<file path="src/verilog/dbg_pkg.sv">
/*
 * Shared types for the NES debug controller: sizes, command opcodes,
 * value ids, memory pool ids and the request/response bundles
 */

package dbg_pkg;

    // sizes
    localparam int POOL_COUNT  = 4;
    localparam int POOL_ADDR_W = 10;    // 1 KiB per pool
    localparam int DATA_W      = 8;

    // memory pool select
    typedef enum logic [1:0] {
        POOL_PRG          = 2'd0,
        POOL_RAM          = 2'd1,
        POOL_PATTERNTABLE = 2'd2,
        POOL_NAMETABLE    = 2'd3
    } dbg_pool_e;

    // first byte of every host command
    typedef enum logic [7:0] {
        CMD_READ_MEM    = 8'h01,
        CMD_WRITE_MEM   = 8'h02,
        CMD_READ_VALUE  = 8'h03,
        CMD_WRITE_VALUE = 8'h04
    } dbg_cmd_e;

    // debug value ids
    typedef enum logic [15:0] {
        VALUE_NES_RESET = 16'd0,
        VALUE_MEM_POOL  = 16'd1,
        VALUE_SCRATCH   = 16'd2
    } dbg_value_e;

    // command engine FSM
    typedef enum logic [2:0] {
        ST_IDLE,
        ST_FIELDS,
        ST_MEM_RD,
        ST_WR_DATA,
        ST_WR_ACK,
        ST_VAL_HI,
        ST_VAL_LO
    } engine_state_e;

    typedef struct packed {
        logic              en;
        logic              we;
        logic [15:0]       addr;
        logic [DATA_W-1:0] wdata;
    } mem_req_t;

    typedef struct packed {
        logic              ack;
        logic [DATA_W-1:0] rdata;
    } mem_rsp_t;

    typedef struct packed {
        logic        en;
        logic        we;
        logic [15:0] id;
        logic [15:0] wdata;
    } value_req_t;

endpackage

</file>
<file path="src/verilog/dbg_value_regs.sv">
/*
 * Debug value registers: NES reset hold, debugger pool select and a
 * scratch word, addressed by 16-bit value id
 */

`timescale 1ns/1ns

module dbg_value_regs (
    input  logic                i_clk,
    input  logic                i_reset,
    input  dbg_pkg::value_req_t i_value_req,
    output logic [15:0]         o_value_rdata,
    output logic                o_nes_reset,
    output dbg_pkg::dbg_pool_e  o_pool
);

    logic [15:0] scratch_q;

    // writes
    always_ff @(posedge i_clk)
    begin
        if (i_reset)
        begin
            o_nes_reset <= 1'b1;    // NES held in reset until released
            o_pool      <= dbg_pkg::POOL_PRG;
            scratch_q   <= 16'd0;
        end
        else if (i_value_req.en && i_value_req.we)
        begin
            case (i_value_req.id)
            dbg_pkg::VALUE_NES_RESET: o_nes_reset <= i_value_req.wdata[0];
            dbg_pkg::VALUE_MEM_POOL:  o_pool      <= dbg_pkg::dbg_pool_e'(i_value_req.wdata[1:0]);
            dbg_pkg::VALUE_SCRATCH:   scratch_q   <= i_value_req.wdata;
            default:
            begin
                // unknown id, write dropped
                scratch_q <= scratch_q;
            end
            endcase
        end
    end

    // registered read, valid the cycle after en
    always_ff @(posedge i_clk)
    begin
        if (i_reset)
        begin
            o_value_rdata <= 16'd0;
        end
        else if (i_value_req.en)
        begin
            case (i_value_req.id)
            dbg_pkg::VALUE_NES_RESET: o_value_rdata <= {15'd0, o_nes_reset};
            dbg_pkg::VALUE_MEM_POOL:  o_value_rdata <= {14'd0, o_pool};
            dbg_pkg::VALUE_SCRATCH:   o_value_rdata <= scratch_q;
            default:                  o_value_rdata <= 16'd0;
            endcase
        end
    end

endmodule

</file>
<file path="config.mk">
export PLATFORM = sky130hd
export DESIGN_NAME = dbg_value_regs
export DESIGN_NICKNAME = d
export VERILOG_FILES = /design/src/verilog/dbg_pkg.sv /design/src/verilog/dbg_value_regs.sv
export SDC_FILE = /design/constraint.sdc
export NUM_CORES = 1
export LEC_CHECK = 0
export BUFFER_PORTS_ARGS = -buffer_cell sky130_fd_sc_hd__buf_4
export CELL_PAD_IN_SITES_DETAIL_PLACEMENT = 0
export CELL_PAD_IN_SITES_GLOBAL_PLACEMENT = 1
export CORE_MARGIN = 2
export CORE_UTILIZATION = 38
export CTS_CLUSTER_DIAMETER = 100
export DETAILED_ROUTE_END_ITERATION = 10
export PLACE_DENSITY = 0.91
export SYNTH_ARGS = -nofsm -noshare
export SYNTH_HDL_FRONTEND = slang
export SYNTH_SLANG_ARGS = --single-unit
</file>
<file path="constraint.sdc">
create_clock -name i_clk -period 3.47 [get_ports i_clk]
set_input_delay 0.347 -clock i_clk [delete_from_list [all_inputs] [get_ports i_clk]]
set_output_delay 0.347 -clock i_clk [all_outputs]
set_load 0.05 [all_outputs]
</file>
==> flow_summary.ini <==
[power]
totalPowerFinal_uw = 788
peakVddDrop_mv = 0.236
powerDensity_nw_per_um2 = 395
p_leak_nw = 0.725

[grt]
grtUsageMet1_pct = 21.6
gr-total-overflow = 0
grt_max_degree = 37
grt_util_all_layers_pct = 17.5
grt_use_met2_pct = 28.2
grt_pass1_wl_um = 5870
antenna_found_initial = 0
top_usage_layer = met2
met3_usage_pct = 4.22
grt_pass1_vias = 1304

[synthesis]
yosysTopAreaCell = dfxtp_1
syn-num-nets = 206
ys_seq_area_share_pct = 46.4
yosysMostFrequentCell = dfxtp_1
synth.distinct_cells = 25
synth.area.top_cells = dfxtp_1 (46%), a21oi_1 (8.0%), nand4_1 (7.9%), o21ai_0 (6.0%), nand3_2 (5.3%)
synth_top_area_share_pct = 46.4
synth_seq_cells = 35
synth_edf_count = 0
synth_ff_type = dfxtp_1
synth_commonest_cells = dfxtp_1 (35), a21oi_1 (24), nand4_1 (19)
synth.cell_area_sq_um = 1510
async_flop_share_pct = 0
syn_inst = 170
yosysWarnings = 0
synth_area_per_cell_sq_um = 8.88

[worst_setup_path]
critPathRequiredTime_ns = 3.65
startpoint = i_value_req[27]
cp_max_fo = 21
path_class = in2reg
r2r_start = o_nes_reset
start_kind = input port
worst_ep_arrival_time_ns = 2.06
critPathCaptureType = flip-flop

[sta]
worstMarginPinSlew_ns = 0.734
slew_viol_final = 0
relSlewSlack_pct = 50.8
hold_viol_final = 0
fmax_mhz = 531
grt_setup_unrepaired = false
min_period_ns = 1.88
clock_skew_ns = 0.00380
finalSetupViolCount = 0
setup_tns_ns = 0
post-route-period-util_pct = 54.2

[layout]
drive_above_1_share_pct = 37.8
fin_nets = 252
area_delta_synth_final_pct = 32.1
num_antenna_cells = 0
multi_input_area_sq_um = 709
regArea_sq_um = 701
fill_cells = 383

[clock_network]
cts_sinks = 35
cts_hold_buf = 0
post_cts.repair.setup_buffers = 0
path_clk_slew_ns = 0.07
cts_tree = done
postCtsResizedCells = 0
cts_buffers = 5
cts_buffer_depth = 2
clock-root-buffer = clkbuf_8
clk_latency_ns = 0.29
htreeDepth = 2

[hold_path]
min_from = i_value_req[10]
min_path_type = in2reg

[status]
status = completed

[floorplan]
design.portCount = 55
start_util_pct = 40.3
rows = 22
die_x_um = 67.0
die_h_um = 67.0
dieArea_sq_um = 4490
coreArea_sq_um = 3740

[placement]
port_buffers = 54
gp_congestion = 0.725
place_hpwl_um = 2320

[routing]
drcViolationCount = 0
viasPerCell = 5.21
drt_first_pass_iters = 4
num_vias = 1380
drt_wl_total_um = 3560
drtIter0Drc = 74
wl_per_cell_um = 13.4
ant_nets = 0

[run]
drv_cap = 0
## where the power goes
part           total, mW  switching (mW)  leakage (nW)  internal, mW
clock              0.324           0.143        0.0515         0.181
combinational     0.0618          0.0323         0.391        0.0295
sequential         0.402     0.000000560         0.282         0.402
total              0.788           0.175         0.725         0.612
## critical path, cell delays in order
cell     delay [ns]
buf_4          0.11
nor4_2         0.29
and4_1         0.68
buf_4          0.36
nand3_1        0.12
mux2i_1        0.14
## logic make-up after synthesis
kind of cell / count (synthesis) / synth area share (%)
buffers and inverters: 18 / 6.79
multiplexers: 2 / 1.33
flip-flops: 35 / 46.4
AND/OR/NAND/NOR: 61 / 24.8
AO/OA/AOI/OAI: 54 / 20.7
## per-stage QoR
stage          hold slack, ns  instances  util, %  setup WS (ns)  instance area [sq um]
3_5_place_dp            0.448        257     50.6           1.29                   1890
2_1_floorplan           0.440        170        -           2.06                   1510
6_report                0.320        265     53.3           1.59                   1990
5_1_grt                 0.329        265     53.3           1.43                   1990
4_1_cts                 0.319        265     53.3           1.61                   1990
3_3_place_gp            0.446        257     50.6           1.35                   1890
## area by class of cell
type,instances,area share (%)
timing repair buffer,56,21.1
tap,48,3.01
multi-input combinational,117,35.6
clock buffer,8,5.02
sequential,35,35.1
inverter,1,0.188
## state kept, by name (all words and copies together), names as in the netlist
signal and count:
o_value_rdata 16, scratch_q 16, o_pool 2, o_nes_reset 1
## layout by cell type (no fill, tap or decap), types with 2 or more instances in the layout
cell type / instances
nand4_1: 19
nand2_1: 15
nand3_2: 8
a21oi_2: 7
a21oi_1: 24
nand3_1: 6
dfxtp_1: 35
mux2i_1: 2
nor2_1: 6
a22oi_1: 2
nor4_2: 2
o21ai_0: 18
clkbuf_8: 7
buf_4: 56
## final timing paths
check	endpoint	slack, ns	cells past startpoint
max	o_nes_reset	1.59	6
min	scratch_q[10]	0.32	3
max reg2reg	o_value_rdata[0]	2.61	4
min reg2reg	o_value_rdata[15]	0.45	2
## routing by layer
| layer | vias to the layer above | part of all wire [%] |
|---|---|---|
| li1 | 709 | - |
| met1 | 624 | 47 |
| met2 | 39 | 46 |
| met3 | 8 | 5.6 |
| met4 | 0 | 2.0 |
| met5 | - | 0 |
(Power assumes the default switching activity.)
