`src/verilog/dbg_pkg.sv`:
```
/*
 * Shared types for the NES debug controller: sizes, command opcodes,
 * value ids, memory pool ids and the request/response bundles
 */

package dbg_pkg;

    // sizes
    localparam int POOL_COUNT  = 4;
    localparam int POOL_ADDR_W = 10;    // 1 KiB per pool
    localparam int DATA_W      = 8;

    // memory pool select
    typedef enum logic [1:0] {
        POOL_PRG          = 2'd0,
        POOL_RAM          = 2'd1,
        POOL_PATTERNTABLE = 2'd2,
        POOL_NAMETABLE    = 2'd3
    } dbg_pool_e;

    // first byte of every host command
    typedef enum logic [7:0] {
        CMD_READ_MEM    = 8'h01,
        CMD_WRITE_MEM   = 8'h02,
        CMD_READ_VALUE  = 8'h03,
        CMD_WRITE_VALUE = 8'h04
    } dbg_cmd_e;

    // debug value ids
    typedef enum logic [15:0] {
        VALUE_NES_RESET = 16'd0,
        VALUE_MEM_POOL  = 16'd1,
        VALUE_SCRATCH   = 16'd2
    } dbg_value_e;

    // command engine FSM
    typedef enum logic [2:0] {
        ST_IDLE,
        ST_FIELDS,
        ST_MEM_RD,
        ST_WR_DATA,
        ST_WR_ACK,
        ST_VAL_HI,
        ST_VAL_LO
    } engine_state_e;

    typedef struct packed {
        logic              en;
        logic              we;
        logic [15:0]       addr;
        logic [DATA_W-1:0] wdata;
    } mem_req_t;

    typedef struct packed {
        logic              ack;
        logic [DATA_W-1:0] rdata;
    } mem_rsp_t;

    typedef struct packed {
        logic        en;
        logic        we;
        logic [15:0] id;
        logic [15:0] wdata;
    } value_req_t;

endpackage

```
`src/verilog/mem_arbiter.sv`:
```
/*
 * Pool arbiter. Shares one memory pool between the NES port and the
 * debugger; the NES always wins and the debugger waits for a free cycle
 */

`timescale 1ns/1ns

module mem_arbiter #(
    parameter dbg_pkg::dbg_pool_e POOL_ID = dbg_pkg::POOL_PRG
) (
    input  logic                          i_clk,
    input  logic                          i_reset,
    input  dbg_pkg::mem_req_t             i_nes_req,
    output logic [dbg_pkg::DATA_W-1:0]    o_nes_rdata,
    input  dbg_pkg::mem_req_t             i_dbg_req,
    input  dbg_pkg::dbg_pool_e            i_dbg_pool,
    output dbg_pkg::mem_rsp_t             o_dbg_rsp,
    output dbg_pkg::mem_req_t             o_mem_req,
    input  logic [dbg_pkg::DATA_W-1:0]    i_mem_rdata
);

    logic dbg_sel;
    logic dbg_grant;
    logic dbg_served_q;
    logic dbg_owned_q;
    logic nes_owned_q;
    logic [dbg_pkg::DATA_W-1:0] nes_hold_q;

    assign dbg_sel   = i_dbg_req.en && (i_dbg_pool == POOL_ID);
    // a held request is served once, until the debugger drops en
    assign dbg_grant = dbg_sel && !i_nes_req.en && !dbg_served_q;

    always_comb
    begin
        if (i_nes_req.en)
        begin
            o_mem_req = i_nes_req;
        end
        else if (dbg_grant)
        begin
            o_mem_req = i_dbg_req;
        end
        else
        begin
            o_mem_req = '0;
        end
    end

    // track the owner of the access whose data returns this cycle
    always_ff @(posedge i_clk)
    begin
        if (i_reset)
        begin
            dbg_served_q <= 1'b0;
            dbg_owned_q  <= 1'b0;
            nes_owned_q  <= 1'b0;
        end
        else
        begin
            dbg_owned_q <= dbg_grant;
            nes_owned_q <= i_nes_req.en;
            if (dbg_grant)
            begin
                dbg_served_q <= 1'b1;
            end
            else if (!dbg_sel)
            begin
                dbg_served_q <= 1'b0;
            end
        end
    end

    // NES keeps its last read data while the debugger uses the pool
    always_ff @(posedge i_clk)
    begin
        if (nes_owned_q)
        begin
            nes_hold_q <= i_mem_rdata;
        end
    end

    assign o_nes_rdata     = nes_owned_q ? i_mem_rdata : nes_hold_q;
    assign o_dbg_rsp.ack   = dbg_owned_q;
    assign o_dbg_rsp.rdata = dbg_owned_q ? i_mem_rdata : '0;

endmodule

```
`config.mk`:
```
export PLATFORM = sky130hd
export DESIGN_NAME = mem_arbiter
export DESIGN_NICKNAME = d
export VERILOG_FILES = /design/src/verilog/dbg_pkg.sv /design/src/verilog/mem_arbiter.sv
export SDC_FILE = /design/constraint.sdc
export NUM_CORES = 1
export LEC_CHECK = 0
export BUFFER_PORTS_ARGS = -buffer_cell sky130_fd_sc_hd__clkbuf_2
export CAP_MARGIN = 10
export CELL_PAD_IN_SITES_DETAIL_PLACEMENT = 1
export CELL_PAD_IN_SITES_GLOBAL_PLACEMENT = 1
export CORE_UTILIZATION = 19
export CTS_CLUSTER_SIZE = 16
export DETAILED_ROUTE_END_ITERATION = 10
export HOLD_SLACK_MARGIN = 0.1
export PLACE_DENSITY = 0.83
export SLEW_MARGIN = 20
export SYNTH_ARGS = -nofsm -noshare
export SYNTH_HDL_FRONTEND = slang
export SYNTH_SLANG_ARGS = --single-unit
export TNS_END_PERCENT = 20
```
`constraint.sdc`:
```
create_clock -name i_clk -period 1.4 [get_ports i_clk]
set_input_delay 0.14 -clock i_clk [delete_from_list [all_inputs] [get_ports i_clk]]
set_output_delay 0.14 -clock i_clk [all_outputs]
set_load 0.005 [all_outputs]
```
==> impl_metrics.csv, run 1 <==
group,metric,value,unit
grt,overflow,0,
die,rows,22,
die,die_area,4240,um^2
timing,fin_crit,1.34,ns
cts,cts_buffer_depth,2,
routing,wire_per_inst,14.5,um
pwr,p_per_area,730,nW/um^2
routing,drc,0,
final_layout,layout-drive-gt1-share,81.6,%
die,ios,107,
cts,cts_tree,"yes",
critical_path,cp-start-kind,"flip-flop",
place,portBuffers,106,
synth,syn_inst,68,
synth,syn-mean-instance-area,11.1,um^2
routing,first_pass_iters,4,
pwr,max-vdd-ir-drop,0.165,mV
final_layout,antenna_cells,0,
cts,numCtsBuffers,3,
final_layout,nNetsFinal,239,
cts,clock_sinks,11,
synth,synth_warnings,0,
timing,rsz0062_at_grt,"no",
cts,h-tree-depth,1,
timing,worst_slew_pin_slew,0.250,ns
timing,fin_crit_sh,95.4,%
critical_path,critPathMaxStageDelay,0.32,ns
critical_path,crit_arrival,1.20,ns
timing,tns,0,ns
die,start_util,20.2,%
routing,via_per_inst,4.73,
synth,syn_area,757,um^2
routing,wirelength,3210,um
run,maxCapViolations,0,
critical_path,critPathRequiredTime,1.26,ns
grt,grt_usage,14.3,%
synth,synth.distinct_cells,15,
grt,grt_max_degree,29,
timing,fmax,749,MHz
run_status,status,"complete, no violations",
routing,dr.first_iter.drc_count,34,
routing,vias,1050,
critical_path,critPathMaxFanout,18,
cts,post-cts-setup-buffers,0,
final_layout,most-common-layout-cells,"clkbuf_2, a32o_2, dfxtp_1",
die,fp.dieH,65.1,um
synth,synth_seq_cells,11,
timing,hold_violations,0,
hold_path,hold_class,"input port to flip-flop",
grt,grt_pass1_vias,967,
die,core,3740,um^2
critical_path,crit_slowest_cell,"dfxtp_1",
critical_path,end_kind,"primary output",
final_layout,fillers,468,
synth,synth_top_area_cell,"dfxtp_1",
grt,antenna_found_initial,0,
critical_path,path_cells,"nor2_2, buf_6, a32o_1, clkbuf_2",
routing,ant_nets,0,
timing,drv_slew,0,
synth,synth_nets,132,
die,die_w,65.1,um
timing,skew,0.000275,ns
timing,slew_headroom,83.3,%
cts,cts.clk_slew.worst_paths,0.05,ns
grt,grt_pass1_wl,4580,um
synth,ys_seq_area_share,29.1,%
place,routabilityCongestion,0.711,
final_layout,syn_to_final_growth,83.8,%
timing,setup_viol,0,
final_layout,final_common_cell,"clkbuf_2",
synth,synth_top_area_share,29.1,%
cts,clock-root-buffer,"clkbuf_8",
cts,insertion_delay,0.23,ns
final_layout,fin_util,37.2,%
synth,synthTopCellsByArea,"dfxtp_1, a32o_2, mux2_2",
place,dp_hpwl,2690,um
pwr,leakagePower,0.819,nW
critical_path,crit_type,"flip-flop to primary output",
stage by stage:
stage	hold slack, ns	cells	cell area (um^2)	setup slack, ns	total power [mW]
floorplan	0.210	68	757	0.322	0.517
global placement	0.355	217	1330	0.244	0.708
detailed placement	0.358	217	1330	0.230	0.717
CTS	0.160	222	1390	0.0287	1.04
global route	0.168	222	1390	0.00758	1.08
finish	0.166	222	1390	0.0647	1.02
repair_timing:
item / 4_1_cts / 5_1_grt
gates resized for setup: 1 / 1
hold buffers: 1 / 0
endpoints found under the hold margin: 1 / 0
pin swaps: 0 / 0
setup endpoints to repair: 8 / 15
flip-flops by register name, summed over array words and instances, names as in the netlist:
register / count
dbg_served_q: 1
nes_hold_q: 8
dbg_owned_q: 1
nes_owned_q: 1
cell usage after synthesis:
master	instances
a32o_2	17
dfxtp_1	11
a32o_1	8
and2_1	8
mux2_2	8
buf_2	5
buf_6	2
nor2b_1	2
a21o_1	1
and3b_1	1
buf_1	1
buf_4	1
nor2_2	1
nor3b_2	1
nor3b_4	1
critical path, delay by kind of cell (launching register included):
family | cells | cell delay (ns)
AND/OR/NAND/NOR | 1 | 0.14
AO/OA/AOI/OAI | 1 | 0.20
buffers and inverters | 2 | 0.31
flip-flops | 1 | 0.32
worst paths after layout:
path,cells after the start,end,slack (ns),start
setup / recovery,4,o_mem_req[6],0.06,dbg_served_q
hold / removal,2,nes_hold_q[1],0.17,i_mem_rdata[1]
setup reg to reg,1,nes_hold_q[4],0.49,nes_owned_q
hold reg to reg,1,nes_hold_q[1],0.47,nes_hold_q[1]
routing by layer:
metal  GRT usage, %  vias up  wire length [um]
li1               -      494                 -
met1           16.5      486              1310
met2           24.2       66              1510
met3           3.99        4               367
met4           6.52        0                32
met5              0        -                 0
power breakdown:
part | internal, mW | switching [mW] | leakage (nW) | total (mW)
Combinational | 0.204 | 0.142 | 0.704 | 0.346
Sequential | 0.353 | 0.0124 | 0.0923 | 0.365
Clock | 0.199 | 0.106 | 0.0228 | 0.305
kinds of logic after synthesis:
group                  share of synthesized area [%]
AOI/OAI and AO/OA                               36.9
buffers and inverters                           7.77
DFF                                             29.1
muxes                                           11.9
and+or+nand+nor                                 14.4
layout make-up:
type	instances	area [um^2]	area share, %
clock buffers	4	45.0	3.24
well taps	48	60.1	4.32
repair buffers	111	587	42.2
multi-input cells	48	478	34.4
flip-flops and latches	11	221	15.9
Power figures use the tool's default switching activity.
==> run 2, diff against run 1 <==
SETUP_SLACK_MARGIN = 0.15   (was not set)
==> run 2 against run 1 <==
Flip-flop and latch count stayed put; non-clock buffer count grew 1; worst setup slack gained 0.031 ns; final cell count up 0.45%; fmax grew 2.4%; sequential power about the same; worst hold slack got worse by 0.0082 ns; routed wire length up 5.3%; register-to-register slack about the same; total power is 2.6% higher; via count is 0.86% higher; global-route usage is 0.69 points higher; critical path type unchanged.
==> impl_metrics.csv, run 2 (synthesized netlist as in run 1, its figures left out) <==
group,metric,value,unit
timing,slew_headroom,81.1,%
grt,grt_usage,15.0,%
critical_path,critPathMaxStageDelay,0.33,ns
timing,drv_slew,0,
place,dpl_worst_slack,0.230,ns
cts,insertion_delay,0.23,ns
critical_path,critPathRequiredTime,1.26,ns
place,routabilityCongestion,0.711,
cts,post-cts-setup-buffers,0,
cts,cts_tree,"yes",
die,rows,22,
routing,drc,0,
die,die_w,65.1,um
hold_path,worstHoldStart,"i_mem_rdata[2]",
timing,fmax,767,MHz
hold_path,whs_path_depth,2,
pwr,p_per_area,727,nW/um^2
final_layout,instances_no_fill,223,
final_layout,register_area,225,um^2
critical_path,regToRegEndpoint,"nes_hold_q[6]",
critical_path,crit_arrival,1.16,ns
pwr,seq_power_share,35.2,%
grt,grt.met1_usage,17.8,%
critical_path,timing.rr.start,"nes_owned_q",
critical_path,crit_type,"flip-flop to primary output",
final_layout,regMostFlops,"nes_hold_q",
final_layout,most-common-layout-cells,"clkbuf_2, a32o_2, dfxtp_1",
final_layout,multi_input_area,502,um^2
cts,cts.clk_slew.worst_paths,0.05,ns
grt,grt_pass1_wl,4770,um
pwr,leakagePower,0.846,nW
die,ios,107,
timing,tns,0,ns
timing,setup_viol,0,
timing,fin_crit,1.30,ns
pwr,power.total,1.04,mW
grt,gr-usage-met3,3.99,%
critical_path,end_kind,"primary output",
cts,clock-root-buffer,"clkbuf_8",
pwr,pwr-share-clk,29.4,%
grt,grt_max_degree,29,
critical_path,critical_path_buf_inv_count,2,
grt,grt_busiest_layer,"met2",
critical_path,crit_slowest_cell,"dfxtp_2",
critical_path,cp-start-kind,"flip-flop",
timing,fin_ws,0.0954,ns
pwr,p_int,0.772,mW
timing,worst_slew_pin_slew,0.283,ns
final_layout,syn_to_final_growth,89.4,%
routing,vias,1059,
final_layout,antenna_cells,0,
cts,clock_sinks,11,
grt,antenna_found_initial,0,
grt,met2_usage,25.1,%
critical_path,critPathTopFamily,"flip-flops",
run,maxCapViolations,0,
timing,hold_violations,0,
routing,via_per_inst,4.75,
routing,dr.first_iter.drc_count,21,
cts,cts_buffer_depth,2,
pwr,max-vdd-ir-drop,0.173,mV
hold_path,hold_class,"input port to flip-flop",
final_layout,final_common_cell,"clkbuf_2",
critical_path,reg2reg_slack,0.50,ns
pwr,combPwrFrac,35.4,%
routing,ant_nets,0,
final_layout,layout-drive-gt1-share,82.3,%
final_layout,fillers,473,
routing,wire_per_inst,15.2,um
routing,wirelength,3380,um
critical_path,reg2regPathDepth,1,
die,die_area,4240,um^2
die,start_util,20.2,%
hold_path,min_to,"nes_hold_q[2]",
timing,rsz0062_at_grt,"yes",
cts,numCtsBuffers,3,
grt,overflow,0,
timing,fin_crit_sh,93.2,%
cts,h-tree-depth,1,
final_layout,nNetsFinal,240,
pwr,p_sw_share,26.0,%
grt,grt_pass1_vias,986,
place,dp_hpwl,2690,um
routing,first_pass_iters,4,
die,fp.dieH,65.1,um
die,core,3740,um^2
timing,skew,0.000404,ns
pwr,power_switching,0.271,mW
place,place_inst,217,
critical_path,path_cells,"nor2_4, buf_6, a32o_1, clkbuf_2",
run_status,status,"complete, no violations",
place,portBuffers,106,
critical_path,critPathMaxFanout,9,
final_layout,largest_reg_flops,8,
==> run 2: cell count changes in the layout (fill, tap and decap cells not counted) <==
cell     previous run  this run
nor2_2              1         0
buf_4               2         1
mux2_2              8         3
nor2_4              0         1
buf_6               1         3
dfxtp_1            10         9
mux2_4              0         5
dfxtp_4             0         1
==> run 2: what timing repair did <==
action,in CTS,in global routing
endpoints found under the hold margin,2,0
setup endpoints to repair,33,34
hold buffers,1,0
resized for setup,13,0
pin swaps,1,0
cloned,1,0
==> run 2: final cells by class <==
class                   instances  share of cell area (%)
well taps                      48                    4.19
clock buffers                   4                    3.14
flip-flops and latches         11                    15.7
repair buffers                112                    42.0
multi-input cells              48                    35.0
==> run 2: worst max-delay path by stage <==
stage,from,end,slack (ns),depth (start not counted)
floorplan,dbg_served_q,o_mem_req[7],0.32,3
global placement,i_nes_req[25],o_mem_req[13],0.24,5
detailed placement,i_nes_req[25],o_mem_req[13],0.23,5
CTS,dbg_served_q,o_mem_req[6],0.09,4
global route,dbg_served_q,o_mem_req[6],0.05,4
finish,dbg_served_q,o_mem_req[6],0.1,4
==> run 2: through the flow <==
stage / hold slack [ns] / area, um^2 / utilization [%]
after detailed placement: 0.358 / 1330 / 35.6
after global routing: 0.161 / 1430 / 38.3
final: 0.158 / 1430 / 38.3
after global placement: 0.355 / 1330 / 35.6
after CTS: 0.153 / 1430 / 38.3
after floorplan: 0.210 / 757 / -
==> run 2: layer usage <==
| metal | up-vias | wire length (um) |
|---|---|---|
| li1 | 502 | - |
| met1 | 482 | 1440 |
| met2 | 70 | 1520 |
| met3 | 5 | 371 |
| met4 | 0 | 48 |
| met5 | - | 0 |
==> run 2: power by group through the flow <==
| stage | combinational (mW) | sequential (mW) | clock (mW) |
|---|---|---|---|
| after floorplan | 0.153 | 0.364 | 0 |
| after global placement | 0.339 | 0.369 | 0 |
| after detailed placement | 0.345 | 0.372 | 0 |
| after CTS | 0.372 | 0.367 | 0.321 |
| after global routing | 0.398 | 0.370 | 0.337 |
| final | 0.369 | 0.367 | 0.306 |
==> run 3, diff against run 2 <==
clock period = 1.5 ns   (was 1.4 ns; I/O delays follow)
==> run 3 against run 2 <==
Worst setup slack improved by 0.094 ns; core utilization is 0.84 points lower; clock power is 3% lower; critical path depth decreased by 2; sequential power is 6.8% lower; worst hold slack lost 0.039 ns; global-route usage down 0.38 points; via count shrank 2.8%; non-clock buffer count fell by 1; routed wire length shrank 0.71%; critical path type unchanged; highest routed layer unchanged.
==> impl_metrics.csv, run 3 (synthesized netlist as in run 1, its figures left out) <==
group,metric,value,unit
run_status,status,"complete, no violations",
final_layout,antenna_cells,0,
routing,wire_per_inst,15.1,um
grt,grt_usage,14.6,%
place,routabilityCongestion,0.678,
final_layout,final_common_cell,"clkbuf_2",
routing,dr.first_iter.drc_count,34,
place,portBuffers,106,
grt,grt_pass1_wl,4890,um
cts,numCtsBuffers,3,
timing,tns,0,ns
place,dp_hpwl,2690,um
run,maxCapViolations,0,
critical_path,end_kind,"primary output",
final_layout,regMostFlops,"nes_hold_q",
critical_path,path_cells,"mux2_2, clkbuf_2",
timing,skew,0.00554,ns
cts,cts_buffer_depth,2,
critical_path,reg2regPathDepth,1,
routing,wirelength,3360,um
cts,cts_tree,"yes",
die,fp.dieH,65.1,um
routing,vias,1029,
cts,insertion_delay,0.24,ns
pwr,max-vdd-ir-drop,0.192,mV
place,place_inst,217,
final_layout,layout-drive-gt1-share,82.8,%
routing,drc,0,
routing,ant_nets,0,
grt,grt_pass1_vias,1054,
final_layout,largest_reg_flops,8,
timing,fmax,763,MHz
routing,first_pass_iters,4,
critical_path,path_depth,2,
grt,overflow,0,
cts,clock-root-buffer,"clkbuf_8",
final_layout,instances_no_fill,222,
cts,clock_sinks,11,
critical_path,crit_type,"flip-flop to primary output",
grt,grt_max_degree,29,
final_layout,most-common-layout-cells,"clkbuf_2, a32o_2, dfxtp_1",
die,core,3740,um^2
timing,hold_violations,0,
cts,hold_buffers,0,
cts,h-tree-depth,1,
timing,setup_viol,0,
die,die_area,4240,um^2
die,ios,107,
timing,fin_crit,1.31,ns
cts,cts.clk_slew.worst_paths,0.05,ns
grt,antenna_found_initial,0,
critical_path,critPathMaxFanout,8,
timing,rsz0062_at_grt,"yes",
critical_path,critPathRequiredTime,1.35,ns
timing,fin_crit_sh,87.4,%
critical_path,critical_path_buf_inv_count,1,
pwr,leakagePower,0.823,nW
timing,drv_slew,0,
critical_path,crit_slowest_cell,"dfxtp_2",
die,die_w,65.1,um
hold_path,hold_class,"input port to flip-flop",
hold_path,whs_path_depth,2,
die,rows,22,
die,start_util,20.2,%
timing,slew_headroom,80.6,%
timing,worst_slew_pin_slew,0.291,ns
final_layout,syn_to_final_growth,85.3,%
final_layout,nNetsFinal,239,
critical_path,cp-start-kind,"flip-flop",
routing,via_per_inst,4.64,
critical_path,critPathMaxStageDelay,0.43,ns
critical_path,critPathTopFamily,"flip-flops",
cts,post-cts-setup-buffers,0,
critical_path,crit_arrival,1.16,ns
pwr,p_per_area,690,nW/um^2
==> run 3: routing by layer <==
| metal | GRT usage, % | up-vias | share of wire (%) | wire, um |
|---|---|---|---|---|
| li1 | - | 496 | - | - |
| met1 | 16.6 | 465 | 40 | 1360 |
| met2 | 26.7 | 65 | 48 | 1600 |
| met3 | 3.65 | 3 | 11 | 372 |
| met4 | 4.08 | 0 | 0.65 | 22 |
| met5 | 0 | - | 0 | 0 |
==> run 3: path summary, 6_finish.rpt <==
path / slack, ns / startpoint / to
min reg2reg: 0.47 / nes_hold_q[7] / nes_hold_q[7]
max reg2reg: 0.58 / nes_owned_q / nes_hold_q[6]
max: 0.19 / nes_owned_q / o_nes_rdata[2]
min: 0.12 / i_reset / nes_owned_q
==> run 3: timing repair <==
action / CTS / global route
cloned: 0 / 1
endpoints found under the hold margin: 0 / 0
resized for setup: 1 / 7
pin swaps: 0 / 1
setup endpoints to repair: 25 / 28
==> run 3: area by class of cell <==
cell class,instances,area (um^2)
Clock buffer,4,45.0
Fill cell,483,2340
Multi-Input combinational cell,48,483
Sequential cell,11,223
Tap cell,48,60.1
Timing Repair Buffer,111,592
==> run 3: metrics by stage <==
step | hold slack [ns] | area [um^2] | power, mW | utilization, % | setup WS, ns
2_1_floorplan | 0.220 | 757 | 0.483 | - | 0.412
3_3_place_gp | 0.372 | 1330 | 0.662 | 35.6 | 0.321
3_5_place_dp | 0.379 | 1330 | 0.670 | 35.6 | 0.301
4_1_cts | 0.121 | 1380 | 0.977 | 36.8 | 0.113
5_1_grt | 0.120 | 1400 | 1.03 | 37.5 | 0.133
6_report | 0.119 | 1400 | 0.968 | 37.5 | 0.189
==> run 3: power by group <==
group | switching, mW | internal [mW]
registers | 0.0130 | 0.329
clock network | 0.112 | 0.187
logic | 0.134 | 0.193
total | 0.259 | 0.709
