$ cat config.mk
export PLATFORM = sky130hd
export DESIGN_NAME = dbg_command_engine
export DESIGN_NICKNAME = d
export VERILOG_FILES = /design/src/verilog/dbg_pkg.sv /design/src/verilog/dbg_command_engine.sv
export SDC_FILE = /design/constraint.sdc
export NUM_CORES = 1
export LEC_CHECK = 0
export ABC_AREA = 1
export ABC_CLOCK_PERIOD_IN_PS = 4900
export BUFFER_PORTS_ARGS = -buffer_cell sky130_fd_sc_hd__buf_2
export CORE_MARGIN = 4
export CORE_UTILIZATION = 53
export CTS_BUF_LIST = sky130_fd_sc_hd__clkbuf_8
export CTS_CLUSTER_SIZE = 24
export DETAILED_ROUTE_END_ITERATION = 16
export PLACE_DENSITY = 0.85
export SYNTH_ARGS = -nofsm -noshare
export SYNTH_HDL_FRONTEND = slang
export SYNTH_SLANG_ARGS = --single-unit
export TNS_END_PERCENT = 100
$ cat constraint.sdc
create_clock -name i_clk -period 4.9 [get_ports i_clk]
set_input_delay 0.49 -clock i_clk [delete_from_list [all_inputs] [get_ports i_clk]]
set_output_delay 0.49 -clock i_clk [all_outputs]
set_load 0.02 [all_outputs]
$ cat src/verilog/dbg_pkg.sv
/*
 * Shared types for the NES debug controller: sizes, command opcodes,
 * value ids, memory pool ids and the request/response bundles
 */

package dbg_pkg;

    // sizes
    localparam int POOL_COUNT  = 4;
    localparam int POOL_ADDR_W = 10;    // 1 KiB per pool
    localparam int DATA_W      = 8;

    // memory pool select
    typedef enum logic [1:0] {
        POOL_PRG          = 2'd0,
        POOL_RAM          = 2'd1,
        POOL_PATTERNTABLE = 2'd2,
        POOL_NAMETABLE    = 2'd3
    } dbg_pool_e;

    // first byte of every host command
    typedef enum logic [7:0] {
        CMD_READ_MEM    = 8'h01,
        CMD_WRITE_MEM   = 8'h02,
        CMD_READ_VALUE  = 8'h03,
        CMD_WRITE_VALUE = 8'h04
    } dbg_cmd_e;

    // debug value ids
    typedef enum logic [15:0] {
        VALUE_NES_RESET = 16'd0,
        VALUE_MEM_POOL  = 16'd1,
        VALUE_SCRATCH   = 16'd2
    } dbg_value_e;

    // command engine FSM
    typedef enum logic [2:0] {
        ST_IDLE,
        ST_FIELDS,
        ST_MEM_RD,
        ST_WR_DATA,
        ST_WR_ACK,
        ST_VAL_HI,
        ST_VAL_LO
    } engine_state_e;

    typedef struct packed {
        logic              en;
        logic              we;
        logic [15:0]       addr;
        logic [DATA_W-1:0] wdata;
    } mem_req_t;

    typedef struct packed {
        logic              ack;
        logic [DATA_W-1:0] rdata;
    } mem_rsp_t;

    typedef struct packed {
        logic        en;
        logic        we;
        logic [15:0] id;
        logic [15:0] wdata;
    } value_req_t;

endpackage

$ cat src/verilog/dbg_command_engine.sv
/*
 * Debug command engine. Parses host command bytes, runs memory and
 * debug value accesses, and sends the response bytes back
 */

`timescale 1ns/1ns

module dbg_command_engine (
    input  logic                                           i_clk,
    input  logic                                           i_reset,
    input  logic                                           i_cmd_active,
    input  logic                                           i_rx_dv,
    input  logic [dbg_pkg::DATA_W-1:0]                     i_rx_byte,
    output logic                                           o_tx_dv,
    output logic [dbg_pkg::DATA_W-1:0]                     o_tx_byte,
    input  dbg_pkg::dbg_pool_e                             i_pool,
    output dbg_pkg::mem_req_t                              o_mem_req,
    output dbg_pkg::dbg_pool_e                             o_mem_pool,
    input  dbg_pkg::mem_rsp_t [dbg_pkg::POOL_COUNT-1:0]    i_mem_rsp,
    output dbg_pkg::value_req_t                            o_value_req,
    input  logic [15:0]                                    i_value_rdata
);

    dbg_pkg::engine_state_e state_q;
    dbg_pkg::dbg_cmd_e      cmd_q;
    dbg_pkg::dbg_pool_e     pool_q;
    dbg_pkg::mem_req_t      req_q;

    logic [2:0]  field_left_q;
    logic [23:0] fields_q;
    logic [15:0] count_q;

    logic [15:0] field_addr;
    logic [15:0] field_word;
    logic        field_last;
    logic        cmd_is_value;
    logic        mem_ack;
    logic [dbg_pkg::DATA_W-1:0] mem_rdata;

    // first field of a 4 byte header, and the last two bytes seen
    assign field_addr   = fields_q[23:8];
    assign field_word   = {fields_q[7:0], i_rx_byte};
    assign field_last   = (state_q == dbg_pkg::ST_FIELDS) && i_cmd_active && i_rx_dv &&
                          (field_left_q == 3'd1);
    assign cmd_is_value = (cmd_q == dbg_pkg::CMD_READ_VALUE) ||
                          (cmd_q == dbg_pkg::CMD_WRITE_VALUE);

    // only the pool latched at command start answers
    assign mem_ack   = i_mem_rsp[pool_q].ack;
    assign mem_rdata = i_mem_rsp[pool_q].rdata;

    assign o_mem_req  = req_q;
    assign o_mem_pool = pool_q;

    // value access fires on the cycle the last field byte arrives
    always_comb
    begin
        o_value_req.en    = field_last && cmd_is_value;
        o_value_req.we    = (cmd_q == dbg_pkg::CMD_WRITE_VALUE);
        o_value_req.id    = (cmd_q == dbg_pkg::CMD_READ_VALUE) ? field_word : field_addr;
        o_value_req.wdata = field_word;
    end

    always_ff @(posedge i_clk)
    begin
        if (i_reset)
        begin
            state_q   <= dbg_pkg::ST_IDLE;
            cmd_q     <= dbg_pkg::CMD_READ_MEM;
            pool_q    <= dbg_pkg::POOL_PRG;
            req_q.en  <= 1'b0;
            o_tx_dv   <= 1'b0;
        end
        else
        begin
            o_tx_dv <= 1'b0;

            if (!i_cmd_active)
            begin
                // chip select gone, drop whatever was in flight
                state_q  <= dbg_pkg::ST_IDLE;
                req_q.en <= 1'b0;
            end
            else
            begin
                case (state_q)
                dbg_pkg::ST_IDLE:
                begin
                    if (i_rx_dv)
                    begin
                        case (i_rx_byte)
                        dbg_pkg::CMD_READ_MEM, dbg_pkg::CMD_WRITE_MEM,
                        dbg_pkg::CMD_WRITE_VALUE:
                        begin
                            cmd_q        <= dbg_pkg::dbg_cmd_e'(i_rx_byte);
                            pool_q       <= i_pool;
                            field_left_q <= 3'd4;
                            state_q      <= dbg_pkg::ST_FIELDS;
                        end
                        dbg_pkg::CMD_READ_VALUE:
                        begin
                            cmd_q        <= dbg_pkg::CMD_READ_VALUE;
                            pool_q       <= i_pool;
                            field_left_q <= 3'd2;
                            state_q      <= dbg_pkg::ST_FIELDS;
                        end
                        default:
                        begin
                            // unknown opcode, stay idle
                            state_q <= dbg_pkg::ST_IDLE;
                        end
                        endcase
                    end
                end

                dbg_pkg::ST_FIELDS:
                begin
                    if (i_rx_dv)
                    begin
                        fields_q     <= {fields_q[15:0], i_rx_byte};
                        field_left_q <= field_left_q - 3'd1;

                        if (field_left_q == 3'd1)
                        begin
                            case (cmd_q)
                            dbg_pkg::CMD_READ_MEM:
                            begin
                                req_q.addr <= field_addr;
                                req_q.we   <= 1'b0;
                                count_q    <= field_word;
                                if (field_word == 16'd0)
                                begin
                                    state_q <= dbg_pkg::ST_IDLE;
                                end
                                else
                                begin
                                    req_q.en <= 1'b1;
                                    state_q  <= dbg_pkg::ST_MEM_RD;
                                end
                            end
                            dbg_pkg::CMD_WRITE_MEM:
                            begin
                                req_q.addr <= field_addr;
                                count_q    <= field_word;
                                state_q    <= (field_word == 16'd0) ? dbg_pkg::ST_IDLE :
                                                                      dbg_pkg::ST_WR_DATA;
                            end
                            dbg_pkg::CMD_READ_VALUE:
                            begin
                                state_q <= dbg_pkg::ST_VAL_HI;
                            end
                            default:
                            begin
                                // value write already went out on o_value_req
                                state_q <= dbg_pkg::ST_IDLE;
                            end
                            endcase
                        end
                    end
                end

                dbg_pkg::ST_MEM_RD:
                begin
                    if (mem_ack)
                    begin
                        o_tx_dv    <= 1'b1;
                        o_tx_byte  <= mem_rdata;
                        req_q.en   <= 1'b0;
                        req_q.addr <= req_q.addr + 16'd1;
                        count_q    <= count_q - 16'd1;
                        if (count_q == 16'd1)
                        begin
                            state_q <= dbg_pkg::ST_IDLE;
                        end
                    end
                    else if (!req_q.en)
                    begin
                        // one idle cycle after each ack, then next byte
                        req_q.en <= 1'b1;
                    end
                end

                dbg_pkg::ST_WR_DATA:
                begin
                    if (i_rx_dv)
                    begin
                        req_q.en    <= 1'b1;
                        req_q.we    <= 1'b1;
                        req_q.wdata <= i_rx_byte;
                        state_q     <= dbg_pkg::ST_WR_ACK;
                    end
                end

                dbg_pkg::ST_WR_ACK:
                begin
                    if (mem_ack)
                    begin
                        req_q.en   <= 1'b0;
                        req_q.addr <= req_q.addr + 16'd1;
                        count_q    <= count_q - 16'd1;
                        state_q    <= (count_q == 16'd1) ? dbg_pkg::ST_IDLE :
                                                           dbg_pkg::ST_WR_DATA;
                    end
                end

                dbg_pkg::ST_VAL_HI:
                begin
                    o_tx_dv   <= 1'b1;
                    o_tx_byte <= i_value_rdata[15:8];
                    state_q   <= dbg_pkg::ST_VAL_LO;
                end

                dbg_pkg::ST_VAL_LO:
                begin
                    // rdata holds until the next value access
                    o_tx_dv   <= 1'b1;
                    o_tx_byte <= i_value_rdata[7:0];
                    state_q   <= dbg_pkg::ST_IDLE;
                end

                default:
                begin
                    state_q <= dbg_pkg::ST_IDLE;
                end
                endcase
            end
        end
    end

endmodule

==> summary.txt, run 1 <==
Floorplanning
  – Die ar.: 11000 sq um
  – Die H: 105 um
  – FP Rows: 35
  – Die width: 105 um
  – Core area: 9200 sq um
  – Io pins: 137
  – Initial cell density of the core: 0.540

Global route
  – Initial antenna violation count: 0
  – First-pass GRT wire length: 20.4 mm
  – GR Util All Layers: 0.230
  – Pin count of the biggest net entering global routing: 37
  – Global route overflow: 0
  – Number of global-route vias before repair: 4217

Critical path
  – Slowest stage delay, CP: 0.61 ns
  – Worst r2r dst: o_mem_req[10]
  – Startpoint types: register
  – CP Class: register to register
  – CP Data Required Time: 4.91 ns
  – Reg2reg start: state_q[1]
  – Levels on crit path: 6
  – Worst setup path startpoint: state_q[1]
  – Largest delay share family, worst path: buffers and inverters
  – Crit path DAT: 2.86 ns
  – Cell depth of the worst flop-to-flop path: 6
  – Critical Path, Cell by Cell: nand3_2 > nand2_2 > inv_2 > a21oi_1 > o311a_1 > buf_4
  – Crit path max-delay cell type: dfxtp_1
  – Worst Path Max Fanout: 36
  – Worst R2R Setup Slack: 2.05 ns
  – Crit path to: o_mem_req[10]
  – Crit end category: register
  – CP bufs+invs: 2

Cells and area
  – Commonest non-fill, non-tap cell in the layout: nand2_1
  – Most frequent cells in the layout: nand2_1 (154), buf_2 (136), edfxtp_1 (76)
  – Fill count: 760
  – Nets: 762
  – Final antenna diode count: 0
  – Proportion of layout cells with a drive suffix above 1: 0.246
  – Area grow syn2layout: 15.7%

Yosys
  – FFs w/ async S/R, synth: 0
  – Ys flop type: edfxtp_1
  – Post-Syn Area: 4970 sq um
  – Syn_nets: 646
  – Library cells used by synthesis: 38
  – Ys Warns: 0
  – Seq/Total Area, Yosys: 0.520
  – Mean Syn Cell Area: 8.64 sq um
  – EDFF count, synth: 76
  – Gate Count Post-Synth: 575
  – Synth Register Bits: 91

CTS
  – Clock Latency Late Sink: 0.37 ns
  – Root Buffer: clkbuf_8
  – Num CTS Buffers: 9
  – CTS Hold Buffers Added: 0
  – CTS resizes: 0
  – Clk sinks: 91
  – Max clock buf depth: 2
  – TritonCTS clock tree: yes
  – Setup Fix Bufs, Post-CTS: 0
  – CTS clk-pin slew, worst paths: 0.08 ns
  – Htree depth: 3

Pwr
  – Lkg Pwr: 0.00254 uW
  – PwrDens: 234 nW/um^2
  – Maximum vdd drop: 0.000113 V

Timing
  – Final hold vios: 0
  – Max-slew violations: 0
  – Setup Viol. Count Final: 0
  – RSZ-0062 raised after global routing: false
  – Achievable frequency: 351 MHz
  – Slew headroom: 0.216
  – WHS: 0.340 ns
  – Worst-Margin Slew: 1.18 ns
  – Period minus WS final: 2.85 ns
  – Final worst path period share: 0.582
  – Clk_skew: 0.0123 ns
  – Setup TNS Final: 0 ns

Route
  – Via Count: 4509
  – DRT iter0 DRCs: 392
  – Final wirelength: 12.7 mm
  – Vias per inst: 5.59
  – Drt wl/cell: 15.7 um
  – Final ANT Viol Nets: 0
  – DRC viols: 0
  – First drt pass iteration count: 6

Flow run
  – Max-cap violation count: 0

Placement
  – Routability cong.: 0.877
  – Port Buffer Count: 136
  – Final HPWL DP: 9.52 mm

Outcome
  – Status: finished, final reports clean

Worst hold path
  – Worst hold path class: input pin to register
## metal layers
layer	global-route usage	vias up	share of wire
met4	0.0740	0	0.018
met3	0.0395	25	0.095
met5	0	-	0
met1	0.308	2076	0.40
li1	-	2155	-
met2	0.383	253	0.49
## synth_stat cells (6+ instances only)
cell,count,area [sq um]
buf_2,9,45.0
o21ai_0,37,185
nand2_1,154,578
xor2_1,10,87.6
o21ai_1,11,55.1
inv_1,51,191
xnor2_1,10,87.6
buf_4,17,128
dfxtp_1,15,300
nand3_1,33,165
nor2_2,6,37.5
a21oi_1,30,150
edfxtp_1,76,2280
nand4_1,11,68.8
nor2_1,50,188
a221o_1,8,80.1
## stage by stage
| stage | std cells | cell area [sq um] | power (uW) | setup WS (ns) | utilization |
|---|---|---|---|---|---|
| after floorplan | 575 | 4970 | 882 | 2.59 | - |
| after global placement | 791 | 5590 | 918 | 2.22 | 0.607 |
| after detailed placement | 791 | 5590 | 920 | 2.11 | 0.607 |
| after CTS | 807 | 5750 | 1340 | 2.10 | 0.625 |
| after global routing | 807 | 5750 | 1380 | 1.82 | 0.625 |
| final | 807 | 5750 | 1340 | 2.05 | 0.625 |
## sequential cells by signal, summed over array words and instances, names as in the netlist
signal,cells
o_mem_req,26
fields_q,24
count_q,16
cmd_q,8
o_tx_byte,8
field_left_q,3
state_q,3
o_mem_pool,2
o_tx_dv,1
## how the worst min path moves through the flow
stage / start / to / slack, ns / depth (start not counted)
global placement: cmd_q[5] / cmd_q[5] / 0.44 / 2
global route: i_reset / cmd_q[3] / 0.33 / 2
detailed placement: cmd_q[6] / cmd_q[6] / 0.45 / 2
floorplan: cmd_q[6] / cmd_q[6] / 0.43 / 2
CTS: i_reset / cmd_q[3] / 0.32 / 2
finish: i_reset / cmd_q[3] / 0.34 / 2
## power breakdown
part	internal, uW	switching, uW	leakage (uW)
combinational	32.1	40.7	0.00165
clock	177	261	0.0000829
sequential	830	0.693	0.000808
## area by class of cell
type,count,area (sq um),area share
Clock buffer,9,124,0.0216
Timing Repair Buffer,137,688,0.120
Inverter,59,224,0.0390
Tap cell,111,139,0.0242
Clock inverter,7,36.3,0.00632
Sequential cell,91,2580,0.449
Multi-Input combinational cell,393,1950,0.340
## worst register-to-register path, delay by kind of cell, from the launching register on
kind / cells / cell delay [ns]
flip-flops: 1 / 0.61
AO/OA/AOI/OAI: 2 / 0.43
AND/OR/NAND/NOR: 2 / 0.64
buffers and inverters: 2 / 0.82
## cell families after synthesis
group	Yosys count	synth area share
fa+ha+maj	5	0.0126
buf+inv	91	0.0874
compound gates	97	0.110
simple gates	271	0.234
xor+xnor	20	0.0353
flops	91	0.520
No activity file was read; power rests on OpenSTA's default activity.
==> run 2: changes to the inputs <==
Settings changed: ABC_CLOCK_PERIOD_IN_PS 4900 to 2600, CORE_UTILIZATION 53 to 49, PLACE_DENSITY 0.85 to 0.82.
Clock period 4.9 ns to 2.6 ns, I/O delays scaled along.
==> run 2 against run 1 <==
Effect of this change:
- global-route usage shrank 2.2 points
- non-clock buffer count up 6
- via count decreased by 3.3%
- combinational power grew 85%
- cell area increased by 2.6%
- critical path type is now register to output pin
- clock-buffer cell count up 1
- sequential share of layout area shrank 1.1 points
- wire length is 2.7% lower
- power rose by 110%
- sequential power is 89% higher
- flip-flop and latch count did not move
- setup slack worse by 1.7 ns
==> summary.txt, run 2 (synthesized netlist as in run 1, its figures left out) <==
Cells and area
  – Nets: 768 (was 762)
  – Area grow syn2layout: 18.7% (was 15.7%)
  – Final antenna diode count: 0 (unchanged)
  – Proportion of layout cells with a drive suffix above 1: 0.258 (was 0.246)
  – Number of flip-flops in the largest register: 26 (unchanged)
  – Fill count: 871 (was 760)
  – Commonest non-fill, non-tap cell in the layout: nand2_1 (unchanged)
  – Most frequent cells in the layout: nand2_1 (154), buf_2 (136), edfxtp_1 (76) (unchanged)
  – Util after Layout: 0.600 (was 0.625)

Timing
  – Setup Viol. Count Final: 0 (unchanged)
  – Final hold vios: 0 (unchanged)
  – Max-slew violations: 0 (unchanged)
  – Period minus WS final: 2.24 ns
  – Achievable frequency: 447 MHz
  – RSZ-0062 raised after global routing: false (unchanged)
  – Clk_skew: 0.0167 ns (was 0.0123 ns)
  – Slew headroom: 0.492 (was 0.216)
  – Final worst path period share: 0.860
  – Final worst slack: 0.365 ns (was 2.05 ns)
  – Setup TNS Final: 0 ns (unchanged)
  – Worst-Margin Slew: 0.762 ns (was 1.18 ns)

Outcome
  – Status: finished, final reports clean (unchanged)

Critical path
  – Crit end category: output pin (was register)
  – CP Data Required Time: 2.34 ns (was 4.91 ns)
  – Startpoint types: register (unchanged)
  – CP Class: register to output pin (was register to register)
  – Worst Path Max Fanout: 15 (was 36)
  – Crit path DAT: 1.98 ns (was 2.86 ns)

Route
  – Final wirelength: 12.4 mm (was 12.7 mm)
  – DRC viols: 0 (unchanged)
  – First drt pass iteration count: 6 (unchanged)
  – Drt wl/cell: 14.8 um (was 15.7 um)
  – Vias per inst: 5.22 (was 5.59)
  – Final ANT Viol Nets: 0 (unchanged)
  – DRT iter0 DRCs: 313 (was 392)
  – Via Count: 4358 (was 4509)

Floorplanning
  – Die H: 109 um (was 105 um)
  – FP Rows: 36 (was 35)
  – Die ar.: 11800 sq um (was 11000 sq um)
  – Io pins: 137 (unchanged)
  – Initial cell density of the core: 0.506 (was 0.540)
  – Die width: 109 um (was 105 um)
  – Core area: 9820 sq um (was 9200 sq um)

CTS
  – Max clock buf depth: 2 (unchanged)
  – CTS Hold Buffers Added: 0 (unchanged)
  – Clock Latency Late Sink: 0.37 ns (about the same)
  – CTS resizes: 0 (unchanged)
  – Root Buffer: clkbuf_8 (unchanged)
  – TritonCTS clock tree: yes (unchanged)
  – Clk sinks: 91 (unchanged)
  – Htree depth: 3 (unchanged)
  – Num CTS Buffers: 9 (unchanged)
  – CTS clk-pin slew, worst paths: 0.09 ns (was 0.08 ns)
  – Setup Fix Bufs, Post-CTS: 0 (unchanged)

Pwr
  – Comb power frac: 0.049 (was 0.054)
  – Switching share of power: 0.208 (was 0.225)
  – Clock power frac: 0.386 (was 0.327)
  – Total power: 2770 uW (was 1340 uW)
  – Maximum vdd drop: 0.000292 V (was 0.000113 V)
  – PwrDens: 470 nW/um^2 (was 234 nW/um^2)
  – Cell-internal power: 2190 uW (was 1040 uW)
  – Flop pwr share: 0.565 (was 0.619)
  – Net Switching: 577 uW (was 303 uW)
  – Lkg Pwr: 0.00261 uW (was 0.00254 uW)

Placement
  – DP Worst Slack: 0.447 ns (was 2.11 ns)
  – Routability cong.: 0.861 (was 0.877)
  – Port Buffer Count: 136 (unchanged)
  – Final HPWL DP: 9.39 mm (was 9.52 mm)

Global route
  – GR Util All Layers: 0.208 (was 0.230)
  – Number of global-route vias before repair: 3934 (was 4217)
  – First-pass GRT wire length: 19.0 mm (was 20.4 mm)
  – Global route overflow: 0 (unchanged)
  – Initial antenna violation count: 0 (unchanged)
  – Pin count of the biggest net entering global routing: 36 (was 37)

Worst hold path
  – Worst hold path class: input pin to register (unchanged)

Flow run
  – Max-cap violation count: 0 (unchanged)
-- run 2: final cells by class --
cell class              count  area [sq um]  share of cell area
multi-input cells         393          1950               0.331
repair buffers            143           746               0.127
clock inverters             6          86.3              0.0146
well taps                 133           166              0.0282
inverters                  59           224              0.0380
clock buffers              10           138              0.0233
flip-flops and latches     91          2580               0.438
-- run 2: metrics by stage --
step | instances | hold slack (ns) | cell area [sq um]
6_report | 835 | 0.0949 | 5890
2_1_floorplan | 575 | 0.337 | 4970
3_5_place_dp | 819 | 0.453 | 5670
5_1_grt | 835 | 0.0888 | 5890
3_3_place_gp | 819 | 0.444 | 5670
4_1_cts | 835 | 0.0774 | 5890
-- run 2: final timing paths --
| check | to | cells after the start | from | slack [ns] |
|---|---|---|---|---|
| setup / recovery | o_value_req[33] | 4 | state_q[1] | 0.36 |
| hold / removal | cmd_q[3] | 2 | i_reset | 0.09 |
| setup reg to reg | o_tx_byte[1] | 5 | state_q[1] | 0.36 |
| hold reg to reg | cmd_q[3] | 2 | cmd_q[3] | 0.46 |
-- run 2: critical path: stages, from the launching register on --
cell	delay [ns]
dfxtp_1	0.47
inv_1	0.20
nand2_1	0.25
nor4_1	0.45
buf_2	0.24
-- run 2: power by group through the flow --
stage / Combinational, uW / Sequential [uW] / Clock (uW)
final: 135 / 1570 / 1070
after global routing: 149 / 1570 / 1150
after CTS: 135 / 1570 / 1080
after detailed placement: 134 / 1600 / 0
after global placement: 132 / 1600 / 0
after floorplan: 62.9 / 1600 / 0
-- run 2: per-layer routing --
metal | share of wire | up-vias | global-route usage
met3 | 0.073 | 14 | 0.0391
met5 | 0 | - | 0
met1 | 0.42 | 2000 | 0.280
li1 | - | 2164 | -
met4 | 0.015 | 0 | 0.0604
met2 | 0.49 | 180 | 0.346
